==> src/source/flitPkg.sv <==
`default_nettype none

package flitPkg;

  // flit identifier and payload widths.
  localparam int flitIdWidth = 3;
  localparam int dataWidth   = 32;

  // the header payload carries the packet length in its low bits.
  localparam int lengthWidth = 12;

  typedef logic [flitIdWidth-1:0] flitIdT;

  // these identifier encodings match the existing mesh routers.
  localparam flitIdT idHeader = 3'd1;
  localparam flitIdT idBody   = 3'd2;

endpackage : flitPkg

`default_nettype wire

==> src/source/portPkg.sv <==
`default_nettype none

package portPkg;

  localparam int numPorts     = 5;
  localparam int portIdxWidth = 3;

  // port indices follow the default priority order.
  localparam int portL = 0;
  localparam int portN = 1;
  localparam int portE = 2;
  localparam int portW = 3;
  localparam int portS = 4;

  localparam int queueDepth = 4; // flits held per input port.

endpackage : portPkg

`default_nettype wire

==> src/source/inputPort.sv <==
`timescale 1ns/1ps
`default_nettype none

module inputPort (
  input  logic                          clk,
  input  logic                          rst,
  input  logic                          inValid,
  output logic                          inReady,
  input  flitPkg::flitIdT               inFlitId,
  input  logic [flitPkg::dataWidth-1:0] inData,
  input  logic                          pop,
  output logic                          headValid,
  output flitPkg::flitIdT               headFlitId,
  output logic [flitPkg::dataWidth-1:0] headData,
  output logic                          headLast
);
  import flitPkg::*;
  import portPkg::*;

  flitIdT                          idMem [queueDepth];
  logic [dataWidth-1:0]            dataMem [queueDepth];
  logic [$clog2(queueDepth)-1:0]   rdPtr;
  logic [$clog2(queueDepth)-1:0]   wrPtr;
  logic [$clog2(queueDepth+1)-1:0] fill;
  logic                            push;
  logic                            doPop;
  logic [lengthWidth-1:0]          headerLen;
  logic [lengthWidth-1:0]          pktLen;
  logic [lengthWidth-1:0]          curLen;
  logic [lengthWidth-1:0]          flitCount;

  assign inReady    = (fill != queueDepth);
  assign headValid  = (fill != 0);
  assign push       = inValid && inReady;
  assign doPop      = pop && headValid;
  assign headFlitId = idMem[rdPtr];
  assign headData   = dataMem[rdPtr];

  always_ff @(posedge clk)
  begin
    if (push)
    begin
      idMem[wrPtr]   <= inFlitId;
      dataMem[wrPtr] <= inData;
    end
  end

  always_ff @(posedge clk)
  begin
    if (rst)
    begin
      rdPtr <= '0;
      wrPtr <= '0;
      fill  <= '0;
    end
    else
    begin
      if (push)
        wrPtr <= (wrPtr == queueDepth - 1) ? '0 : wrPtr + 1'b1;
      if (doPop)
        rdPtr <= (rdPtr == queueDepth - 1) ? '0 : rdPtr + 1'b1;
      if (push && !doPop)
        fill <= fill + 1'b1;
      else if (doPop && !push)
        fill <= fill - 1'b1;
    end
  end

  // a header that says zero still stands for itself.
  assign headerLen = (headData[lengthWidth-1:0] == '0) ? lengthWidth'(1)
                                                       : headData[lengthWidth-1:0];
  assign curLen    = (headFlitId == idHeader) ? headerLen : pktLen;
  assign headLast  = headValid && (flitCount + 1'b1 >= curLen);

  // flitCount counts the flits of the current packet that have already left.
  always_ff @(posedge clk)
  begin
    if (rst)
    begin
      flitCount <= '0;
      pktLen    <= lengthWidth'(1);
    end
    else
    begin
      if (headValid && headFlitId == idHeader)
        pktLen <= headerLen;
      if (doPop)
        flitCount <= headLast ? '0 : flitCount + 1'b1; // restart for the next header.
    end
  end

endmodule : inputPort

`default_nettype wire

==> src/source/switchAllocator.sv <==
`timescale 1ns/1ps
`default_nettype none

module switchAllocator (
  input  logic                         clk,
  input  logic                         rst,
  input  logic [portPkg::numPorts-1:0] headValid,
  input  logic [portPkg::numPorts-1:0] headLast,
  input  logic [portPkg::numPorts-1:0] pop,
  output logic [portPkg::numPorts-1:0] grant
);
  import portPkg::*;

  logic [portIdxWidth-1:0] lastWinner;
  logic [portIdxWidth-1:0] nextWinner;
  logic [numPorts-1:0]     request;
  logic                    found;
  logic                    pktDone;
  logic                    canGrant;

  // the granted port has just sent the tail of its packet.
  assign pktDone  = |(grant & pop & headLast);
  assign canGrant = (grant == '0) || pktDone;

  // the head of a port being popped now is gone next cycle, so it does not count.
  assign request = headValid & ~pop;

  // search starts after the last winner and wraps, so the winner itself comes last.
  always_comb
  begin
    int idx;
    nextWinner = lastWinner;
    found      = 1'b0;
    for (int i = 1; i <= numPorts; i++)
    begin
      idx = int'(lastWinner) + i;
      if (idx >= numPorts)
        idx = idx - numPorts;
      if (!found && request[idx])
      begin
        found      = 1'b1;
        nextWinner = portIdxWidth'(idx);
      end
    end
  end

  always_ff @(posedge clk)
  begin
    if (rst)
    begin
      grant      <= '0;
      lastWinner <= portIdxWidth'(portS); // so that Local is looked at first.
    end
    else if (canGrant)
    begin
      if (found)
      begin
        grant      <= numPorts'(1) << nextWinner;
        lastWinner <= nextWinner;
      end
      else
      begin
        grant <= '0;
      end
    end
  end

endmodule : switchAllocator

`default_nettype wire

==> src/source/outputStage.sv <==
`timescale 1ns/1ps
`default_nettype none

module outputStage (
  input  logic                             clk,
  input  logic                             rst,
  input  logic [portPkg::numPorts-1:0]     grant,
  input  logic [portPkg::numPorts-1:0]     headValid,
  input  flitPkg::flitIdT                  headFlitId [portPkg::numPorts],
  input  logic [flitPkg::dataWidth-1:0]    headData [portPkg::numPorts],
  input  logic                             outReady,
  output logic [portPkg::numPorts-1:0]     pop,
  output logic                             outValid,
  output flitPkg::flitIdT                  outFlitId,
  output logic [flitPkg::dataWidth-1:0]    outData,
  output logic [portPkg::portIdxWidth-1:0] outPort
);
  import flitPkg::*;
  import portPkg::*;

  logic                    outFree;
  flitIdT                  selFlitId;
  logic [dataWidth-1:0]    selData;
  logic [portIdxWidth-1:0] selPort;

  assign outFree = !outValid || outReady; // register empty or draining this cycle.
  assign pop     = grant & headValid & {numPorts{outFree}};

  // grant is one-hot, so at most one term is taken.
  always_comb
  begin
    selFlitId = '0;
    selData   = '0;
    selPort   = '0;
    for (int i = 0; i < numPorts; i++)
    begin
      if (grant[i])
      begin
        selFlitId = headFlitId[i];
        selData   = headData[i];
        selPort   = portIdxWidth'(i);
      end
    end
  end

  always_ff @(posedge clk)
  begin
    if (rst)
      outValid <= 1'b0;
    else if (outFree)
      outValid <= |pop;
  end

  always_ff @(posedge clk)
  begin
    if (|pop)
    begin
      outFlitId <= selFlitId;
      outData   <= selData;
      outPort   <= selPort;
    end
  end

endmodule : outputStage

`default_nettype wire

==> src/source/flitArbiter.sv <==
`timescale 1ns/1ps
`default_nettype none

module flitArbiter (
  input  logic                             clk,
  input  logic                             rst,
  input  logic [portPkg::numPorts-1:0]     inValid,
  output logic [portPkg::numPorts-1:0]     inReady,
  input  flitPkg::flitIdT                  inFlitId [portPkg::numPorts],
  input  logic [flitPkg::dataWidth-1:0]    inData [portPkg::numPorts],
  output logic                             outValid,
  input  logic                             outReady,
  output flitPkg::flitIdT                  outFlitId,
  output logic [flitPkg::dataWidth-1:0]    outData,
  output logic [portPkg::portIdxWidth-1:0] outPort
);
  import flitPkg::*;
  import portPkg::*;

  logic [numPorts-1:0]  headValid;
  logic [numPorts-1:0]  headLast;
  logic [numPorts-1:0]  pop;
  logic [numPorts-1:0]  grant;
  flitIdT               headFlitId [numPorts];
  logic [dataWidth-1:0] headData [numPorts];

  // one queue per port, indexed as Local, North, East, West, South.
  for (genvar p = 0; p < numPorts; p++)
  begin : gPort
    inputPort i_inputPort (
      .clk        (clk),
      .rst        (rst),
      .inValid    (inValid[p]),
      .inReady    (inReady[p]),
      .inFlitId   (inFlitId[p]),
      .inData     (inData[p]),
      .pop        (pop[p]),
      .headValid  (headValid[p]),
      .headFlitId (headFlitId[p]),
      .headData   (headData[p]),
      .headLast   (headLast[p])
    );
  end

  switchAllocator i_switchAllocator (
    .clk       (clk),
    .rst       (rst),
    .headValid (headValid),
    .headLast  (headLast),
    .pop       (pop),
    .grant     (grant)
  );

  outputStage i_outputStage (
    .clk        (clk),
    .rst        (rst),
    .grant      (grant),
    .headValid  (headValid),
    .headFlitId (headFlitId),
    .headData   (headData),
    .outReady   (outReady),
    .pop        (pop),
    .outValid   (outValid),
    .outFlitId  (outFlitId),
    .outData    (outData),
    .outPort    (outPort)
  );

endmodule : flitArbiter

`default_nettype wire

==> config.mk <==
export PLATFORM = sky130hd
export DESIGN_NAME = flitArbiter
export DESIGN_NICKNAME = d
export VERILOG_FILES = /design/src/source/flitPkg.sv /design/src/source/portPkg.sv /design/src/source/inputPort.sv /design/src/source/switchAllocator.sv /design/src/source/outputStage.sv /design/src/source/flitArbiter.sv
export SDC_FILE = /design/constraint.sdc
export NUM_CORES = 1
export LEC_CHECK = 0
export BUFFER_PORTS_ARGS = -buffer_cell sky130_fd_sc_hd__buf_2
export CORE_ASPECT_RATIO = 0.75
export CORE_MARGIN = 3
export CORE_UTILIZATION = 35
export CTS_BUF_LIST = sky130_fd_sc_hd__clkbuf_4
export CTS_CLUSTER_SIZE = 30
export DETAILED_ROUTE_END_ITERATION = 8
export HOLD_SLACK_MARGIN = 0.12
export RECOVER_POWER = 25
export SYNTH_ARGS = -nofsm -noshare
export SYNTH_HDL_FRONTEND = slang
export SYNTH_SLANG_ARGS = --single-unit
==> constraint.sdc <==
create_clock -name clk -period 4.5 [get_ports clk]
set_input_delay 0.9 -clock clk [delete_from_list [all_inputs] [get_ports clk]]
set_output_delay 0.9 -clock clk [all_outputs]
set_load 0.02 [all_outputs]
# Yosys cells after proc, flatten, opt, wreduce, memory -nomap -nowiden
# Memories as Yosys holds them, arrays and structs flattened. A register that Yosys moved wholly into a read port is not among the register bits.
# Cells that the tools add are included.
op_classes:
  n_addsub: 35
  n_shift: 1
  mux: 109
  reduce_logical: 70
  magnitude_cmp: 15
  n_bitwise: 6
  n_eq_ne: 20
ops:
  columns: ["op", "count"]
  rows:
  - ["$mux 32", 10]
  - ["$mux 12", 15]
  - ["$ge 32x4->1 const B", 5]
  - ["$lt 32x5->1 const B", 5]
  - ["$sub 32x4->32 const B", 5]
  - ["$mux 2", 32]
  - ["$add 12x1->12 const B", 5]
  - ["$ge 12x12->1", 5]
  - ["$logic_not 12->1", 5]
  - ["$mux 3", 20]
  - ["$logic_and 1x1->1", 34]
  - ["$mux 1", 26]
  - ["$and 5x5->5", 5]
  - ["$add 2x1->2 const B", 10]
  - ["$eq 2x2->1 const B", 10]
  - ["$add 3x1->3 const B", 5]
  - ["$bmux 1 s3", 5]
  - ["$eq 3x1->1 const B", 5]
  - ["$logic_not 1->1", 15]
  - ["$ne 3x3->1 const B", 5]
  - ["$reduce_bool 3->1", 5]
  - ["$sub 3x1->3 const B", 5]
  - ["$reduce_bool 2->1", 5]
  - ["$reduce_or 5->1", 2]
  - ["9 further kinds", 12]
totals:
  reg_bits: 202
  elab_cells: 297
  out_inout_bits: 44
  inputBits: 183
  ramBits: 700
  n_memories: 10
mem_list:
  columns: ["memory", "depth", "word_bits", "read_ports", "rd_ports_with_merged_regs", "write_ports", "line_no", "text"]
  rows:
  - ["gPort[0].i_inputPort.dataMem", 4, 32, 1, 1, 1, "inputPort.sv:21", "logic [dataWidth-1:0] dataMem [queueDepth];"]
  - ["gPort[1].i_inputPort.dataMem", 4, 32, 1, 1, 1, "inputPort.sv:21", null]
  - ["gPort[2].i_inputPort.dataMem", 4, 32, 1, 1, 1, "inputPort.sv:21", null]
  - ["gPort[3].i_inputPort.dataMem", 4, 32, 1, 1, 1, "inputPort.sv:21", null]
  - ["gPort[4].i_inputPort.dataMem", 4, 32, 1, 1, 1, "inputPort.sv:21", null]
  - ["gPort[0].i_inputPort.idMem", 4, 3, 1, 1, 1, "inputPort.sv:20", "flitIdT idMem [queueDepth];"]
  - ["4 more memories", null, null, null, null, null, null, null]

# Longest topological paths before layout
depth:
  word_depth: 23
  depth_mapped: 17
  depth_no_buf: 16

# Cells and area by module
# Synthesis repeated with hierarchy kept, for this count alone.
unflattened:
  hier_cells: 2518
  area_unflattened_um2: 39278.9
by_module_without_submodules:
  columns: ["mod", "cells_each", "instances", "area_each_um2", "seq_area_each_um2"]
  rows:
  - ["inputPort at gPort[0].i_inputPort ...", 405, 3, 6952.9, 4864.7]
  - ["inputPort at gPort[2].i_inputPort", 405, 1, 6984.2, 4864.7]
  - ["inputPort at gPort[4].i_inputPort", 410, 1, 6957.9, 4864.7]
  - ["outputStage", 299, 1, 2976.6, 1161.1]
  - ["switchAllocator", 189, 1, 1501.4, 160.2]

# Worst setup path before layout
# OpenSTA, ideal clock, no wires.
synth_path:
  kind: "reg-to-reg"
  from: "register (tool-made name)"
  to: "register i_switchAllocator.grant[1] in the netlist's numbering"
  arrival_ns: 3.988
  slack_ns: 0.395
  period_less_slack_ns: 4.105
  t_required_ns: 4.383
  n_path_buf: 2
  stages_incl_launch_ff: 17
  setup_ns: 0.117
  path_cell_list: "dfxtp_1 buf_2 mux4_2 nor3b_2 clkbuf_1 nor2_1 a21oi_1 ha_1 nand2b_1 a211oi_1 o21bai_1 a221oi_1 o21ai_0 a22oi_1 a22oi_4 and2_1 a32o_1"
synth_lines:
  columns: ["item", "line_no", "text"]
  rows:
  - ["to (signal assigned)", "switchAllocator.sv:58", "grant <= numPorts'(1) << nextWinner;"]
  - ["to (decl)", "switchAllocator.sv:10", "output logic [portPkg::numPorts-1:0] grant"]

==> impl_results.md <==
* Pins Over Slew Limit at 0
* Actual slew at the worst max-slew pin at 1.14 ns
* Flop pwr share at 44.8%
* First-pass GRT wire length at 148 mm
* Max Buffers Root-to-Sink at 3
* Final min period at 4.17 ns
* Hold Vio Cnt, Final at 0
* Min-delay worst type: primary input to flip-flop
* Sw power at 7.68 mW
* Internal power at 16.1 mW
* Initial antenna violation count at 22
* CTS tree: built
* Fmax at 240 MHz
* Critical path's top delay family: compound AO/OA/AOI/OAI gates
* Post-synth EDFFs at 738
* Worst-path clk slew at 0.06 ns
* Worst Hold End: gPort[4].i_inputPort.wrPtr[0]$_SDFFE_PP0P_
* Relative slew margins at 23.6%
* Synth top area share at 57.2%
* Iteration-0 DRC count of the detailed router at 1756
* Setup CP Type: flip-flop to flip-flop
* Worst-Skew Late Latency at 1.17 ns
* Complex-gate fraction of the synthesized area at 6.71%
* Syn_nets at 2809
* Residual DRC at 0
* Yosys reg bits at 912
* Fillers at 10200
* Synth Area in XOR/XNOR at 1.49%
* Fin nets at 3369
* Clk sinks at 912
* Root buf cell: clkbuf_4
* Post-Synth Adder-Cell Area at 3.70%
* Crit path buffers/inverters at 1
* Number of global-route vias before repair at 24200
* Pre-antenna DRT Iters at 5
* Final WL at 97.8 mm
* Register-to-register setup slack at 0.33 ns
* Sequential area share after synthesis at 66.2%
* Mux share of post-synthesis cell area at 12.9%
* Commonest non-fill, non-tap cells in the layout: 738 x edfxtp_1, 327 x clkbuf_4, 224 x nand2_1
* Total Power at 23.8 mW
* Register area at 0.0257 mm²
* Layout cells sized above 1 at 23.9%
* Hold Crit Start: rst
* Synth Flop Type: edfxtp_1
* Ports at 227
* Placer Congestion at 0.816
* Highest ir drop seen on vdd at 301 µV
* Initial Util at 35.3%
* Avg Inst Size Synth at 15.4 µm²
* Layout Utilization at 42.2%
* Crit Reg-Reg Endpoint: i_switchAllocator.grant[1]$_SDFFE_PP0P_
* DR vias at 23900
* Placed insts at 4115
* Async set or reset register ratio after synthesis at 0%
* WL/cell at 20.7 µm
* P_leak at 15.9 nW
* Cts bufs inserted at 222
* Largest family of logic cells by synthesized area: multiplexers
* Post-CTS Repair Setup Buffers at 0
* GRT Total Usage at 17.0%
* Area added between synthesis and finish at 19.4%
* Leading cell type in the layout, fill and taps excluded: edfxtp_1
* Footprint of the multi-input gates at 0.0125 mm²
* Comb power frac at 26.4%
* Synth area leader: edfxtp_1
* Hold Path Cell Cnt at 3
* Reg2reg path depth at 14
* Die width at 390 µm
* Grt ovf at 0
* Pwr dens at 514 mW/mm²
* Die Span Y at 294 µm
* Cells after synthesis at 2515
* DIE AREA at 0.115 mm²
* Clock network power share at 28.8%
* Core area at 0.110 mm²
* Ys Warns at 0
* Largest net degree at the start of global routing at 155
* # port buffers at 226
* Synth Cell Area at 0.0387 mm²
* Critical Path RT at 5.50 ns
* Row Count at 105
* Synth cell types at 82
* Final setup viols at 0
* Post-route insts no fill at 4720
* Slowest-stage cell, CP: dfxtp_2
* Via/cell ratio at 5.07
* Max FO, Critical Path at 15
* Worst setup EP type: flip-flop
* Worst Skew at 0.0863 ns
* Dpl hpwl at 66.4 mm
* Arrival time at the worst endpoint at 5.18 ns
* Area contributors post-synth: edfxtp_1 57%, mux4_2 10%, dfxtp_1 9.0%
* Cell mode on critical path: a21o_1
* Critical path cell sequence: mux4_2 -> nor3b_2 -> buf_4 -> mux2i_1 -> ha_1 -> a21o_1 -> a21o_1 -> a21oi_1 -> o221ai_1 -> nor2_1 -> and4_1 -> a22oi_4 -> and2_1 -> a32o_1
* H-tree levels at 4
* Startpoint type of the worst setup path: flip-flop
* MaxCap Viol Count at 0
* Simple-Gate Fraction of Synth Area at 7.24%
* Fin crit share at 92.8%
* Switching portion of total power at 32.3%
* Outcome: finished clean
* Number of nets with antenna violations after routing at 0
* Max incr delay on CP at 0.62 ns
==> cells by family after synthesis <==
kind of cell	after synthesis
flip-flops	912
AND/OR/NAND/NOR	578
AO/OA/AOI/OAI	409
multiplexers	274
buffers and inverters	165
adder cells (fa/ha/maj)	111
XOR/XNOR	66
==> synth_stat cells, drive strengths merged (45+ instances only) <==
| cell type | n |
|---|---|
| nor3 | 45 |
| clkbuf | 93 |
| xor2 | 45 |
| nand2 | 224 |
| mux4 | 178 |
| a22oi | 47 |
| mux2i | 78 |
| ha | 105 |
| nor2 | 113 |
| a21oi | 163 |
| dfxtp | 174 |
| and3 | 63 |
| o21ai | 95 |
| edfxtp | 738 |
==> area by class of cell <==
type | count | area share (%)
flip-flops and latches | 912 | 55.5
multi-input cells | 1438 | 26.9
repair buffers | 461 | 7.03
clock buffers | 327 | 5.31
well taps | 1444 | 3.91
clock inverters | 80 | 0.901
inverters | 40 | 0.325
diodes | 18 | 0.0974
==> stage by stage <==
stage               cell area (µm²)  TNS, ns  worst slack (ns)  hold slack (ns)
finish                        46200        0             0.326            0.345
global route                  46200  -0.0481           -0.0389            0.325
CTS                           46300        0            0.0869            0.270
detailed placement            41700        0             0.186            0.447
global placement              41700        0             0.120            0.441
floorplan                     38700        0             0.395            0.436
==> registers in the layout, indices dropped and copies added (netlist names), named ones only <==
signal,count
gPort.i_inputPort.dataMem,640
gPort.i_inputPort.flitCount,60
gPort.i_inputPort.idMem,60
gPort.i_inputPort.pktLen,60
i_outputStage.outData,32
gPort.i_inputPort.fill,15
gPort.i_inputPort.rdPtr,10
gPort.i_inputPort.wrPtr,10
i_switchAllocator.grant,5
i_outputStage.outFlitId,3
i_outputStage.outPort,3
i_switchAllocator.lastWinner,3
i_outputStage.outValid,1
==> power by group through the flow <==
| stage | logic (mW) | clock network [mW] | registers [mW] |
|---|---|---|---|
| 5_1_grt | 6.87 | 7.52 | 10.7 |
| 4_1_cts | 6.34 | 7.05 | 10.6 |
| 3_5_place_dp | 6.16 | 0 | 10.8 |
| 2_1_floorplan | 4.10 | 0 | 10.8 |
| 3_3_place_gp | 6.13 | 0 | 10.8 |
| 6_report | 6.28 | 6.84 | 10.6 |
==> worst max-delay path by stage <==
| stage | start | to | cells past startpoint |
|---|---|---|---|
| after CTS | flip-flop | i_switchAllocator.grant[1]$_SDFFE_PP0P_ | 15 |
| after detailed placement | flip-flop | i_switchAllocator.grant[1]$_SDFFE_PP0P_ | 15 |
| after global routing | flip-flop | i_switchAllocator.grant[1]$_SDFFE_PP0P_ | 15 |
| final | flip-flop | i_switchAllocator.grant[1]$_SDFFE_PP0P_ | 14 |
| after floorplan | flip-flop | i_switchAllocator.grant[1]$_SDFFE_PP0P_ | 16 |
| after global placement | flip-flop | i_switchAllocator.grant[1]$_SDFFE_PP0P_ | 15 |
==> what timing repair did <==
action / 4_1_cts / 5_1_grt
endpoints found under the hold margin: 708 / 0
hold buffers: 180 / 0
gates resized for setup: 0 / 6
endpoints found under the setup margin: 0 / 13
==> tightest hold or removal path, delay by kind of cell <==
kind,cells,cell delay [ns]
buffers and inverters,2,0.33
AND/OR/NAND/NOR,1,0.16
==> per-layer routing <==
metal  GRT usage (%)  routed length [µm]
met4            6.27                2220
met2            26.4               45800
met5               0                  67
met1            23.3               43400
met3            4.27                6350
Power figures use the tool's default switching activity.
